### src/common/uart_pkg.sv
package uart_pkg;

    // One serial data byte
    typedef logic [7:0] uart_byte_t;

    // Oversampling ticks per bit period
    localparam int UART_TICKS_PER_BIT = 16;

    // 50 MHz / (9600 * 16)
    localparam int UART_DEFAULT_BAUD_DIV = 326;

endpackage

### src/common/debug_pkg.sv
package debug_pkg;

    localparam int NUM_REGISTERS = 32;

    typedef logic [31:0] reg_word_t;
    typedef logic [NUM_REGISTERS*$bits(reg_word_t)-1:0] reg_bank_t; // Register 0 in the low word

    localparam int REG_BANK_BYTES = $bits(reg_bank_t) / 8;

    typedef logic [5:0]  mem_addr_t; // 64-byte data memory
    typedef logic [31:0] mem_word_t;
    typedef logic [31:0] inst_t;
    typedef logic [7:0]  inst_addr_t;

    // Host command codes
    typedef logic [7:0] cmd_t;

    localparam cmd_t CMD_DUMP_REGS  = 8'h01;
    localparam cmd_t CMD_LOAD       = 8'h07;
    localparam cmd_t CMD_CONTINUOUS = 8'h08;
    localparam cmd_t CMD_STEP_MODE  = 8'h09;
    localparam cmd_t CMD_STEP       = 8'h0A;
    localparam cmd_t CMD_READ_MEM   = 8'h0B;
    localparam cmd_t CMD_RUN        = 8'h11;

    localparam cmd_t ACK_BYTE = 8'h52; // "R"

    // What the sender puts in front of the acknowledge
    typedef logic [1:0] dump_kind_t;

    localparam dump_kind_t DUMP_REGS     = 2'd0;
    localparam dump_kind_t DUMP_MEM      = 2'd1;
    localparam dump_kind_t DUMP_ACK_ONLY = 2'd2;

endpackage

### src/uart/uart_baud_gen.sv
`timescale 1ns/1ps

module uart_baud_gen #(
    parameter int P_BAUD_DIV = uart_pkg::UART_DEFAULT_BAUD_DIV
) (
    input  logic i_clk,
    input  logic i_reset,
    output logic o_tick
);

    logic [$clog2(P_BAUD_DIV)-1:0] count;

    always_ff @(posedge i_clk or posedge i_reset) begin
        if (i_reset) begin
            count  <= '0;
            o_tick <= 1'b0;
        end else begin
            if (int'(count) == P_BAUD_DIV - 1) begin
                count <= '0;
            end else begin
                count <= count + 1'b1;
            end
            o_tick <= (int'(count) == P_BAUD_DIV - 1);
        end
    end

endmodule

### src/uart/uart_rx.sv
`timescale 1ns/1ps

module uart_rx (
    input  logic                 i_clk,
    input  logic                 i_reset,
    input  logic                 i_tick,
    input  logic                 i_rx,
    output logic                 o_valid,
    output uart_pkg::uart_byte_t o_data
);
    import uart_pkg::*;

    typedef enum logic [1:0] {RX_IDLE, RX_START, RX_DATA, RX_STOP} rx_state_t;

    rx_state_t                               state;
    logic [1:0]                              rx_sync;
    logic [$clog2(UART_TICKS_PER_BIT)-1:0]   tick_cnt;
    logic [2:0]                              bit_cnt;
    uart_byte_t                              shift;
    logic                                    mid_tick;
    logic                                    bit_end;

    assign mid_tick = i_tick && int'(tick_cnt) == UART_TICKS_PER_BIT / 2 - 1;
    assign bit_end  = i_tick && int'(tick_cnt) == UART_TICKS_PER_BIT - 1; // Mid-bit after the start

    always_ff @(posedge i_clk or posedge i_reset) begin
        if (i_reset) begin
            state    <= RX_IDLE;
            rx_sync  <= 2'b11; // Idle line is high
            tick_cnt <= '0;
            bit_cnt  <= '0;
            o_valid  <= 1'b0;
        end else begin
            rx_sync <= {rx_sync[0], i_rx};
            o_valid <= 1'b0;
            if (state == RX_IDLE || mid_tick && state == RX_START) begin
                tick_cnt <= '0;
            end else if (i_tick) begin
                tick_cnt <= tick_cnt + 1'b1;
            end
            case (state)
                RX_IDLE:  if (!rx_sync[1]) state <= RX_START;
                RX_START: if (mid_tick) begin
                    bit_cnt <= '0;
                    state   <= rx_sync[1] ? RX_IDLE : RX_DATA; // Glitch, not a start bit
                end
                RX_DATA: if (bit_end) begin
                    bit_cnt <= bit_cnt + 1'b1;
                    if (bit_cnt == 3'd7) state <= RX_STOP;
                end
                RX_STOP: if (bit_end) begin
                    state   <= RX_IDLE;
                    o_valid <= 1'b1;
                end
            endcase
        end
    end

    always_ff @(posedge i_clk) begin
        if (state == RX_DATA && bit_end) begin
            shift <= {rx_sync[1], shift[7:1]}; // LSB first
        end
        if (state == RX_STOP && bit_end) begin
            o_data <= shift;
        end
    end

endmodule

### src/uart/uart_tx.sv
`timescale 1ns/1ps

module uart_tx (
    input  logic                 i_clk,
    input  logic                 i_reset,
    input  logic                 i_tick,
    input  logic                 i_start,
    input  uart_pkg::uart_byte_t i_data,
    output logic                 o_done,
    output logic                 o_tx
);
    import uart_pkg::*;

    typedef enum logic [1:0] {TX_IDLE, TX_START, TX_DATA, TX_STOP} tx_state_t;

    tx_state_t                             state;
    logic [$clog2(UART_TICKS_PER_BIT)-1:0] tick_cnt;
    logic [2:0]                            bit_cnt;
    uart_byte_t                            shift;
    logic                                  bit_end;

    assign bit_end = i_tick && int'(tick_cnt) == UART_TICKS_PER_BIT - 1;
    assign o_tx    = (state == TX_START) ? 1'b0 : (state == TX_DATA) ? shift[0] : 1'b1;

    always_ff @(posedge i_clk or posedge i_reset) begin
        if (i_reset) begin
            state    <= TX_IDLE;
            tick_cnt <= '0;
            bit_cnt  <= '0;
            o_done   <= 1'b0;
        end else begin
            o_done <= 1'b0;
            if (state == TX_IDLE) begin
                tick_cnt <= '0;
            end else if (i_tick) begin
                tick_cnt <= tick_cnt + 1'b1; // Wraps at the end of each bit
            end
            case (state)
                TX_IDLE:  if (i_start) state <= TX_START;
                TX_START: if (bit_end) begin
                    bit_cnt <= '0;
                    state   <= TX_DATA;
                end
                TX_DATA: if (bit_end) begin
                    bit_cnt <= bit_cnt + 1'b1;
                    if (bit_cnt == 3'd7) state <= TX_STOP;
                end
                TX_STOP: if (bit_end) begin
                    state  <= TX_IDLE;
                    o_done <= 1'b1;
                end
            endcase
        end
    end

    always_ff @(posedge i_clk) begin
        if (state == TX_IDLE && i_start) begin
            shift <= i_data;
        end else if (state == TX_DATA && bit_end) begin
            shift <= shift >> 1;
        end
    end

endmodule

### src/hw/command_fsm.sv
`timescale 1ns/1ps

module command_fsm (
    input  logic                  i_clk,
    input  logic                  i_reset,
    input  logic                  i_rx_valid,
    input  uart_pkg::uart_byte_t  i_rx_data,
    input  logic                  i_load_done,
    input  logic                  i_dump_done,
    output logic                  o_mode,
    output logic                  o_step_en,
    output debug_pkg::mem_addr_t  o_debug_addr,
    output logic                  o_load_start,
    output logic                  o_dump_req,
    output debug_pkg::dump_kind_t o_dump_kind
);
    import debug_pkg::*;

    typedef enum logic [2:0] {
        ST_IDLE,
        ST_READ_ADDR,
        ST_LOADING,
        ST_WAIT_RUN,
        ST_DUMPING
    } state_t;

    state_t state;
    logic   saved_mode; // Mode in force before a program load
    logic   step_pulse;
    logic   addr_ready;

    // Continuous mode runs freely, step mode only on a step pulse
    assign o_step_en = !o_mode || step_pulse;

    always_ff @(posedge i_clk or posedge i_reset) begin
        if (i_reset) begin
            state        <= ST_IDLE;
            o_mode       <= 1'b0;
            saved_mode   <= 1'b0;
            step_pulse   <= 1'b0;
            addr_ready   <= 1'b0;
            o_debug_addr <= '0;
            o_load_start <= 1'b0;
            o_dump_req   <= 1'b0;
            o_dump_kind  <= DUMP_REGS;
        end else begin
            step_pulse   <= 1'b0;
            addr_ready   <= 1'b0;
            o_load_start <= 1'b0;
            o_dump_req   <= 1'b0;
            case (state)
                ST_IDLE: if (i_rx_valid) begin
                    case (cmd_t'(i_rx_data))
                        CMD_DUMP_REGS: begin
                            o_dump_req  <= 1'b1;
                            o_dump_kind <= DUMP_REGS;
                            state       <= ST_DUMPING;
                        end
                        CMD_LOAD: begin
                            saved_mode   <= o_mode;
                            o_mode       <= 1'b0;
                            o_load_start <= 1'b1;
                            state        <= ST_LOADING;
                        end
                        CMD_READ_MEM:   state <= ST_READ_ADDR;
                        CMD_CONTINUOUS: o_mode <= 1'b0;
                        CMD_STEP_MODE:  o_mode <= 1'b1;
                        CMD_STEP:       step_pulse <= o_mode;
                        default: ; // Unknown bytes are dropped
                    endcase
                end
                ST_READ_ADDR: if (i_rx_valid) begin
                    o_debug_addr <= i_rx_data[$bits(mem_addr_t)-1:0];
                    addr_ready   <= 1'b1; // Give the memory a cycle to answer
                    state        <= ST_DUMPING;
                end
                ST_LOADING: if (i_load_done) state <= ST_WAIT_RUN;
                ST_WAIT_RUN: if (i_rx_valid && cmd_t'(i_rx_data) == CMD_RUN) begin
                    o_mode      <= saved_mode;
                    o_dump_req  <= 1'b1;
                    o_dump_kind <= DUMP_ACK_ONLY;
                    state       <= ST_DUMPING;
                end
                ST_DUMPING: begin
                    if (addr_ready) begin
                        o_dump_req  <= 1'b1;
                        o_dump_kind <= DUMP_MEM;
                    end
                    if (i_dump_done) state <= ST_IDLE;
                end
                default: state <= ST_IDLE;
            endcase
        end
    end

endmodule

### src/hw/program_loader.sv
`timescale 1ns/1ps

module program_loader (
    input  logic                 i_clk,
    input  logic                 i_reset,
    input  logic                 i_start,
    input  logic                 i_rx_valid,
    input  uart_pkg::uart_byte_t i_rx_data,
    output logic                 o_done,
    output logic                 o_inst_we,
    output debug_pkg::inst_addr_t o_write_addr,
    output debug_pkg::inst_t     o_write_data
);
    import debug_pkg::*;

    typedef enum logic [1:0] {LD_IDLE, LD_COUNT, LD_DATA} ld_state_t;

    ld_state_t  state;
    inst_addr_t count;
    inst_addr_t inst_idx;
    logic [1:0] byte_idx;
    logic [23:0] inst_buf; // Lower three bytes of the instruction

    always_ff @(posedge i_clk or posedge i_reset) begin
        if (i_reset) begin
            state        <= LD_IDLE;
            count        <= '0;
            inst_idx     <= '0;
            byte_idx     <= '0;
            o_done       <= 1'b0;
            o_inst_we    <= 1'b0;
            o_write_addr <= '0;
        end else begin
            o_done    <= 1'b0;
            o_inst_we <= 1'b0;
            case (state)
                LD_IDLE: if (i_start) state <= LD_COUNT;
                LD_COUNT: if (i_rx_valid) begin
                    count    <= inst_addr_t'(i_rx_data);
                    inst_idx <= '0;
                    byte_idx <= '0;
                    if (i_rx_data == '0) begin
                        o_done <= 1'b1; // Empty program
                        state  <= LD_IDLE;
                    end else begin
                        state <= LD_DATA;
                    end
                end
                LD_DATA: if (i_rx_valid) begin
                    byte_idx <= byte_idx + 1'b1;
                    if (byte_idx == 2'd3) begin
                        o_inst_we    <= 1'b1;
                        o_write_addr <= inst_idx;
                        inst_idx     <= inst_idx + 1'b1;
                        if (inst_idx + 1'b1 == count) begin
                            o_done <= 1'b1;
                            state  <= LD_IDLE;
                        end
                    end
                end
                default: state <= LD_IDLE;
            endcase
        end
    end

    always_ff @(posedge i_clk) begin
        if (state == LD_DATA && i_rx_valid) begin
            if (byte_idx == 2'd3) begin
                o_write_data <= {i_rx_data, inst_buf}; // Little-endian
            end else begin
                inst_buf[8*byte_idx +: 8] <= i_rx_data;
            end
        end
    end

endmodule

### src/hw/dump_sender.sv
`timescale 1ns/1ps

module dump_sender (
    input  logic                  i_clk,
    input  logic                  i_reset,
    input  logic                  i_req,
    input  debug_pkg::dump_kind_t i_kind,
    input  debug_pkg::reg_bank_t  i_registers,
    input  debug_pkg::mem_word_t  i_mem_word,
    input  logic                  i_tx_done,
    output logic                  o_tx_start,
    output uart_pkg::uart_byte_t  o_tx_data,
    output logic                  o_done
);
    import debug_pkg::*;

    typedef enum logic [1:0] {DS_IDLE, DS_SEND, DS_WAIT} ds_state_t;

    ds_state_t  state;
    logic [7:0] bytes_left; // Data bytes before the acknowledge
    reg_bank_t  snap;

    // Low byte of the snapshot, or the acknowledge once the data is out
    assign o_tx_data = (bytes_left == '0) ? ACK_BYTE : snap[7:0];

    always_ff @(posedge i_clk or posedge i_reset) begin
        if (i_reset) begin
            state      <= DS_IDLE;
            bytes_left <= '0;
            o_tx_start <= 1'b0;
            o_done     <= 1'b0;
        end else begin
            o_tx_start <= (state == DS_SEND);
            o_done     <= 1'b0;
            case (state)
                DS_IDLE: if (i_req) begin
                    case (i_kind)
                        DUMP_REGS: bytes_left <= 8'(REG_BANK_BYTES);
                        DUMP_MEM:  bytes_left <= 8'd4;
                        default:   bytes_left <= '0;
                    endcase
                    state <= DS_SEND;
                end
                DS_SEND: state <= DS_WAIT;
                DS_WAIT: if (i_tx_done) begin
                    if (bytes_left == '0) begin
                        o_done <= 1'b1; // Acknowledge has left the line
                        state  <= DS_IDLE;
                    end else begin
                        bytes_left <= bytes_left - 1'b1;
                        state      <= DS_SEND;
                    end
                end
                default: state <= DS_IDLE;
            endcase
        end
    end

    always_ff @(posedge i_clk) begin
        if (state == DS_IDLE && i_req) begin
            snap <= (i_kind == DUMP_MEM) ? reg_bank_t'(i_mem_word) : i_registers;
        end else if (state == DS_WAIT && i_tx_done) begin
            snap <= snap >> 8;
        end
    end

endmodule

### src/hw/debug_unit.sv
`timescale 1ns/1ps

module debug_unit #(
    parameter int P_BAUD_DIV = uart_pkg::UART_DEFAULT_BAUD_DIV
) (
    input  logic                   i_clk,
    input  logic                   i_reset,
    input  logic                   i_uart_rx,
    input  debug_pkg::reg_bank_t   i_registers,
    input  debug_pkg::mem_word_t   i_debug_data,
    output logic                   o_uart_tx,
    output logic                   o_mode,
    output logic                   o_step_en,
    output debug_pkg::mem_addr_t   o_debug_addr,
    output logic                   o_inst_we,
    output debug_pkg::inst_addr_t  o_write_addr,
    output debug_pkg::inst_t       o_write_data
);
    import uart_pkg::*;
    import debug_pkg::*;

    logic       tick;
    logic       rx_valid;
    uart_byte_t rx_data;
    logic       tx_start;
    uart_byte_t tx_data;
    logic       tx_done;
    logic       load_start;
    logic       load_done;
    logic       dump_req;
    dump_kind_t dump_kind;
    logic       dump_done;

    uart_baud_gen #(.P_BAUD_DIV(P_BAUD_DIV)) u_baud_gen (
        .i_clk   (i_clk),
        .i_reset (i_reset),
        .o_tick  (tick)
    );

    uart_rx u_uart_rx (
        .i_clk   (i_clk),
        .i_reset (i_reset),
        .i_tick  (tick),
        .i_rx    (i_uart_rx),
        .o_valid (rx_valid),
        .o_data  (rx_data)
    );

    uart_tx u_uart_tx (
        .i_clk   (i_clk),
        .i_reset (i_reset),
        .i_tick  (tick),
        .i_start (tx_start),
        .i_data  (tx_data),
        .o_done  (tx_done),
        .o_tx    (o_uart_tx)
    );

    command_fsm u_command_fsm (
        .i_clk        (i_clk),
        .i_reset      (i_reset),
        .i_rx_valid   (rx_valid),
        .i_rx_data    (rx_data),
        .i_load_done  (load_done),
        .i_dump_done  (dump_done),
        .o_mode       (o_mode),
        .o_step_en    (o_step_en),
        .o_debug_addr (o_debug_addr),
        .o_load_start (load_start),
        .o_dump_req   (dump_req),
        .o_dump_kind  (dump_kind)
    );

    program_loader u_program_loader (
        .i_clk        (i_clk),
        .i_reset      (i_reset),
        .i_start      (load_start),
        .i_rx_valid   (rx_valid),
        .i_rx_data    (rx_data),
        .o_done       (load_done),
        .o_inst_we    (o_inst_we),
        .o_write_addr (o_write_addr),
        .o_write_data (o_write_data)
    );

    dump_sender u_dump_sender (
        .i_clk       (i_clk),
        .i_reset     (i_reset),
        .i_req       (dump_req),
        .i_kind      (dump_kind),
        .i_registers (i_registers),
        .i_mem_word  (i_debug_data),
        .i_tx_done   (tx_done),
        .o_tx_start  (tx_start),
        .o_tx_data   (tx_data),
        .o_done      (dump_done)
    );

endmodule

### config.mk
export PLATFORM = sky130hd
export DESIGN_NAME = debug_unit
export DESIGN_NICKNAME = d
export VERILOG_FILES = /design/src/common/uart_pkg.sv /design/src/common/debug_pkg.sv /design/src/uart/uart_baud_gen.sv /design/src/uart/uart_rx.sv /design/src/uart/uart_tx.sv /design/src/hw/command_fsm.sv /design/src/hw/program_loader.sv /design/src/hw/dump_sender.sv /design/src/hw/debug_unit.sv
export SDC_FILE = /design/constraint.sdc
export NUM_CORES = 1
export LEC_CHECK = 0
export BUFFER_PORTS_ARGS = -buffer_cell sky130_fd_sc_hd__buf_4
export CORE_AREA = 2 2 438 440
export DETAILED_ROUTE_END_ITERATION = 8
export DIE_AREA = 0 0 440 442
export GPL_ROUTABILITY_DRIVEN = 0
export PLACE_DENSITY_LB_ADDON = 0.05
export SLEW_MARGIN = 5
export SYNTH_ARGS = -nofsm -noshare
export SYNTH_HDL_FRONTEND = slang
export SYNTH_HIERARCHICAL = 1
export SYNTH_SLANG_ARGS = --single-unit
### constraint.sdc
create_clock -name i_clk -period 58 [get_ports i_clk]
set_clock_uncertainty 0.15 [all_clocks]
set_input_delay 8.7 -clock i_clk [delete_from_list [all_inputs] [get_ports i_clk]]
set_output_delay 8.7 -clock i_clk [all_outputs]
set_load 0.1 [all_outputs]
==> results.cfg <==
[logic_synthesis]
synthesis.nets = 4037
ys_types = 73
synth_cells = 2956
ys_seq_area_frac = 0.720
async_reset_ff_frac = 0.0762
synth.avg_cell_area_um2 = 16.6
ys_ff_latch = 1195
synth_ff_type = edfxtp_1
synth-edff-count = 1104
yosysWarnings = 6
syn_area_um2 = 49200

[sta]
hold_viol = 0
slew_headroom = 0.114
timing.final.crit_period_ns = 11.01
worstMarginPinSlew_ns = 1.33
setup_viol = 0
tns_ns = 0
rsz0062_at_grt = false
period_share = 0.190
drv_slew = 0
fmax_mhz = 90.8

[placement]
dp_hpwl_mm = 125
port_buffers = 1108
place_inst = 6364

[cells_and_area]
drive_above_1_share = 0.341
num-fill-cells = 18600
mostFrequentLayoutCell = buf_4
final_cell_mix = 1142 x buf_4, 1104 x edfxtp_1, 988 x a22o_1
multi_input_area_um2 = 12100
instances_no_fill = 6662
syn_to_final_growth_pct = 30.5
seq_area_um2 = 35400
nets = 5087

[clocking]
tritoncts = done
path_clk_slew_ns = 0.05
post_cts.repair.setup_buffers = 0
cts.sinks = 1195
htree_levels = 4
clk_latency_ns = 0.80
root_buffer = clkbuf_16
cts_hold_buf = 0
cts.repair.resized = 0
clockBufferDepth = 3
numCtsBuffers = 151

[worst_setup_path]
worstPathArrival_ns = 2.16
crit_start = u_uart_tx/state[0]$_DFFE_PP0P_
crit_path_start_kind = register
path_max_fanout = 6
worstRegToRegCells = 8
crit_end = o_uart_tx
r2r-end = u_dump_sender/snap[848]$_DFFE_PP_
worstReg2RegStart = u_dump_sender/state[1]$_DFFE_PP0P_
r2r_setup_slack_ns = 51.73
path_class = register to primary output
critical_path.endpoint_type = primary output
cp.required_ns = 49.15

[power_and_ir_drop]
leakage_nw = 22.5
power_density_nw_per_um2 = 29.6
ir_drop_mv = 0.0211

[global_routing]
antenna_found_initial = 121
grt_first_pass_wirelength_mm = 245
grt_use_total = 0.177
grt_overflow = 0
grt_pass1_vias = 31800
grt_max_degree = 212

[route]
drt_pass1_iterations = 7
wl_per_cell_um = 26.9
totalWireLength_mm = 179
drc = 0
ant_nets = 0
drt_iter0_drc = 2310
vias_per_cell = 4.73
via_count = 31500

[floorplanning]
initial_core_util = 0.259
coreArea_um2 = 190000
ioPinCount = 1109
dieWidth_um = 440
die_area_um2 = 194000
die_h_um = 442
rows = 160

[hold_path]
hp-class = register to register

[run]
drv_cap = 0

[run_status]
status = finished, final reports clean
==> area by class of cell <==
type,instances,share of cell area
diodes,23,0.000897
clock buffers,196,0.0625
clock inverters,79,0.0110
inverters,24,0.00152
multi-input cells,1486,0.188
flip-flops and latches,1195,0.552
well taps,2511,0.0489
repair buffers,1148,0.135
==> power by group <==
group / switching (mW) / internal (mW)
clock: 0.387 / 0.525
sequential: 0.0000441 / 0.928
combinational: 0.0144 / 0.0447
total: 0.401 / 1.50
==> cells by family (layout without fill, tap and decap cells) <==
family / after synthesis / count (layout) / share of synthesized area
mux: 69 / 69 / 0.0150
other cells: 0 / 23 / 0
flops: 1195 / 1195 / 0.720
xor+xnor: 24 / 24 / 0.00427
fa+ha+maj: 22 / 22 / 0.00560
simple gates: 274 / 274 / 0.0301
compound gates: 1097 / 1097 / 0.190
buf+inv: 275 / 1447 / 0.0347
==> routing by layer <==
metal	share of wire	vias up	track usage
met4	0.027	86	0.0575
met5	0.0030	-	0
met3	0.076	389	0.0643
met2	0.52	922	0.315
met1	0.37	15800	0.194
li1	-	14300	-
==> cells in the mapped netlist (3+ instances only) <==
library cell | number | area share
nor3_1 | 11 | 0.0011
nand4_1 | 6 | 0.00076
clkbuf_1 | 27 | 0.0021
a211oi_1 | 4 | 0.00061
buf_4 | 99 | 0.015
a21oi_1 | 16 | 0.0016
nand2_1 | 92 | 0.0070
and3_1 | 5 | 0.00064
buf_6 | 19 | 0.0044
mux2_2 | 26 | 0.0060
o21ai_1 | 4 | 0.00041
nor4_1 | 3 | 0.00038
inv_1 | 24 | 0.0018
mux2_4 | 3 | 0.00092
nor2_1 | 40 | 0.0031
dfrtp_1 | 89 | 0.045
xnor2_1 | 8 | 0.0014
o21ai_0 | 56 | 0.0057
and2_2 | 3 | 0.00046
a22o_1 | 988 | 0.18
nand3b_1 | 5 | 0.00076
nand3_1 | 10 | 0.0010
buf_2 | 103 | 0.010
xor2_1 | 16 | 0.0028
or3_1 | 6 | 0.00076
mux2i_1 | 40 | 0.0081
nor3b_1 | 7 | 0.0011
edfxtp_1 | 1104 | 0.67
nand2b_1 | 18 | 0.0023
nor2b_1 | 5 | 0.00064
ha_1 | 22 | 0.0056
o31ai_1 | 3 | 0.00046
or4_4 | 3 | 0.00069
and2_1 | 40 | 0.0051
o21bai_1 | 3 | 0.00046
==> worst min path at each step <==
stage	cells past startpoint	start	endpoint
final	0	u_uart_rx/rx_sync[0]$_DFF_PP1_	u_uart_rx/rx_sync[1]$_DFF_PP1_
after global routing	0	u_uart_rx/rx_sync[0]$_DFF_PP1_	u_uart_rx/rx_sync[1]$_DFF_PP1_
after CTS	0	u_uart_rx/rx_sync[0]$_DFF_PP1_	u_uart_rx/rx_sync[1]$_DFF_PP1_
after detailed placement	0	u_uart_rx/rx_sync[0]$_DFF_PP1_	u_uart_rx/rx_sync[1]$_DFF_PP1_
after global placement	0	u_uart_rx/rx_sync[0]$_DFF_PP1_	u_uart_rx/rx_sync[1]$_DFF_PP1_
after floorplan	0	u_uart_rx/rx_sync[0]$_DFF_PP1_	u_uart_rx/rx_sync[1]$_DFF_PP1_
==> critical path: stages, from the launching register on <==
cell     delay, ns
dfrtp_1       0.37
inv_1         0.09
ha_1          0.26
a21oi_1       0.31
buf_4         0.36
==> state kept, by name, summed over array words and instances, names as in the netlist, 4 cells and up, named ones only <==
name                           cells
u_program_loader/inst_idx          8
u_uart_tx/shift                    8
u_program_loader/o_write_data     32
u_program_loader/o_write_addr      8
u_uart_tx/tick_cnt                 4
u_uart_rx/shift                    8
u_dump_sender/snap              1024
u_dump_sender/bytes_left           8
u_command_fsm/o_debug_addr         6
u_uart_rx/o_data                   8
u_program_loader/count             8
u_uart_rx/tick_cnt                 4
u_baud_gen/count                   9
u_program_loader/inst_buf         24
==> stage by stage <==
stage / area (um2) / util / hold WS [ns] / power, mW / setup WS [ns]
after floorplan: 49200 / - / 0.195 / 0.947 / 35.95
after global placement: 59400 / 0.313 / 0.198 / 1.00 / 47.67
after detailed placement: 59400 / 0.313 / 0.198 / 1.01 / 47.65
after CTS: 64100 / 0.338 / 0.204 / 1.93 / 46.75
after global routing: 64200 / 0.339 / 0.204 / 1.97 / 46.79
final: 64200 / 0.339 / 0.204 / 1.90 / 46.99
Power figures use the tool's default switching activity.
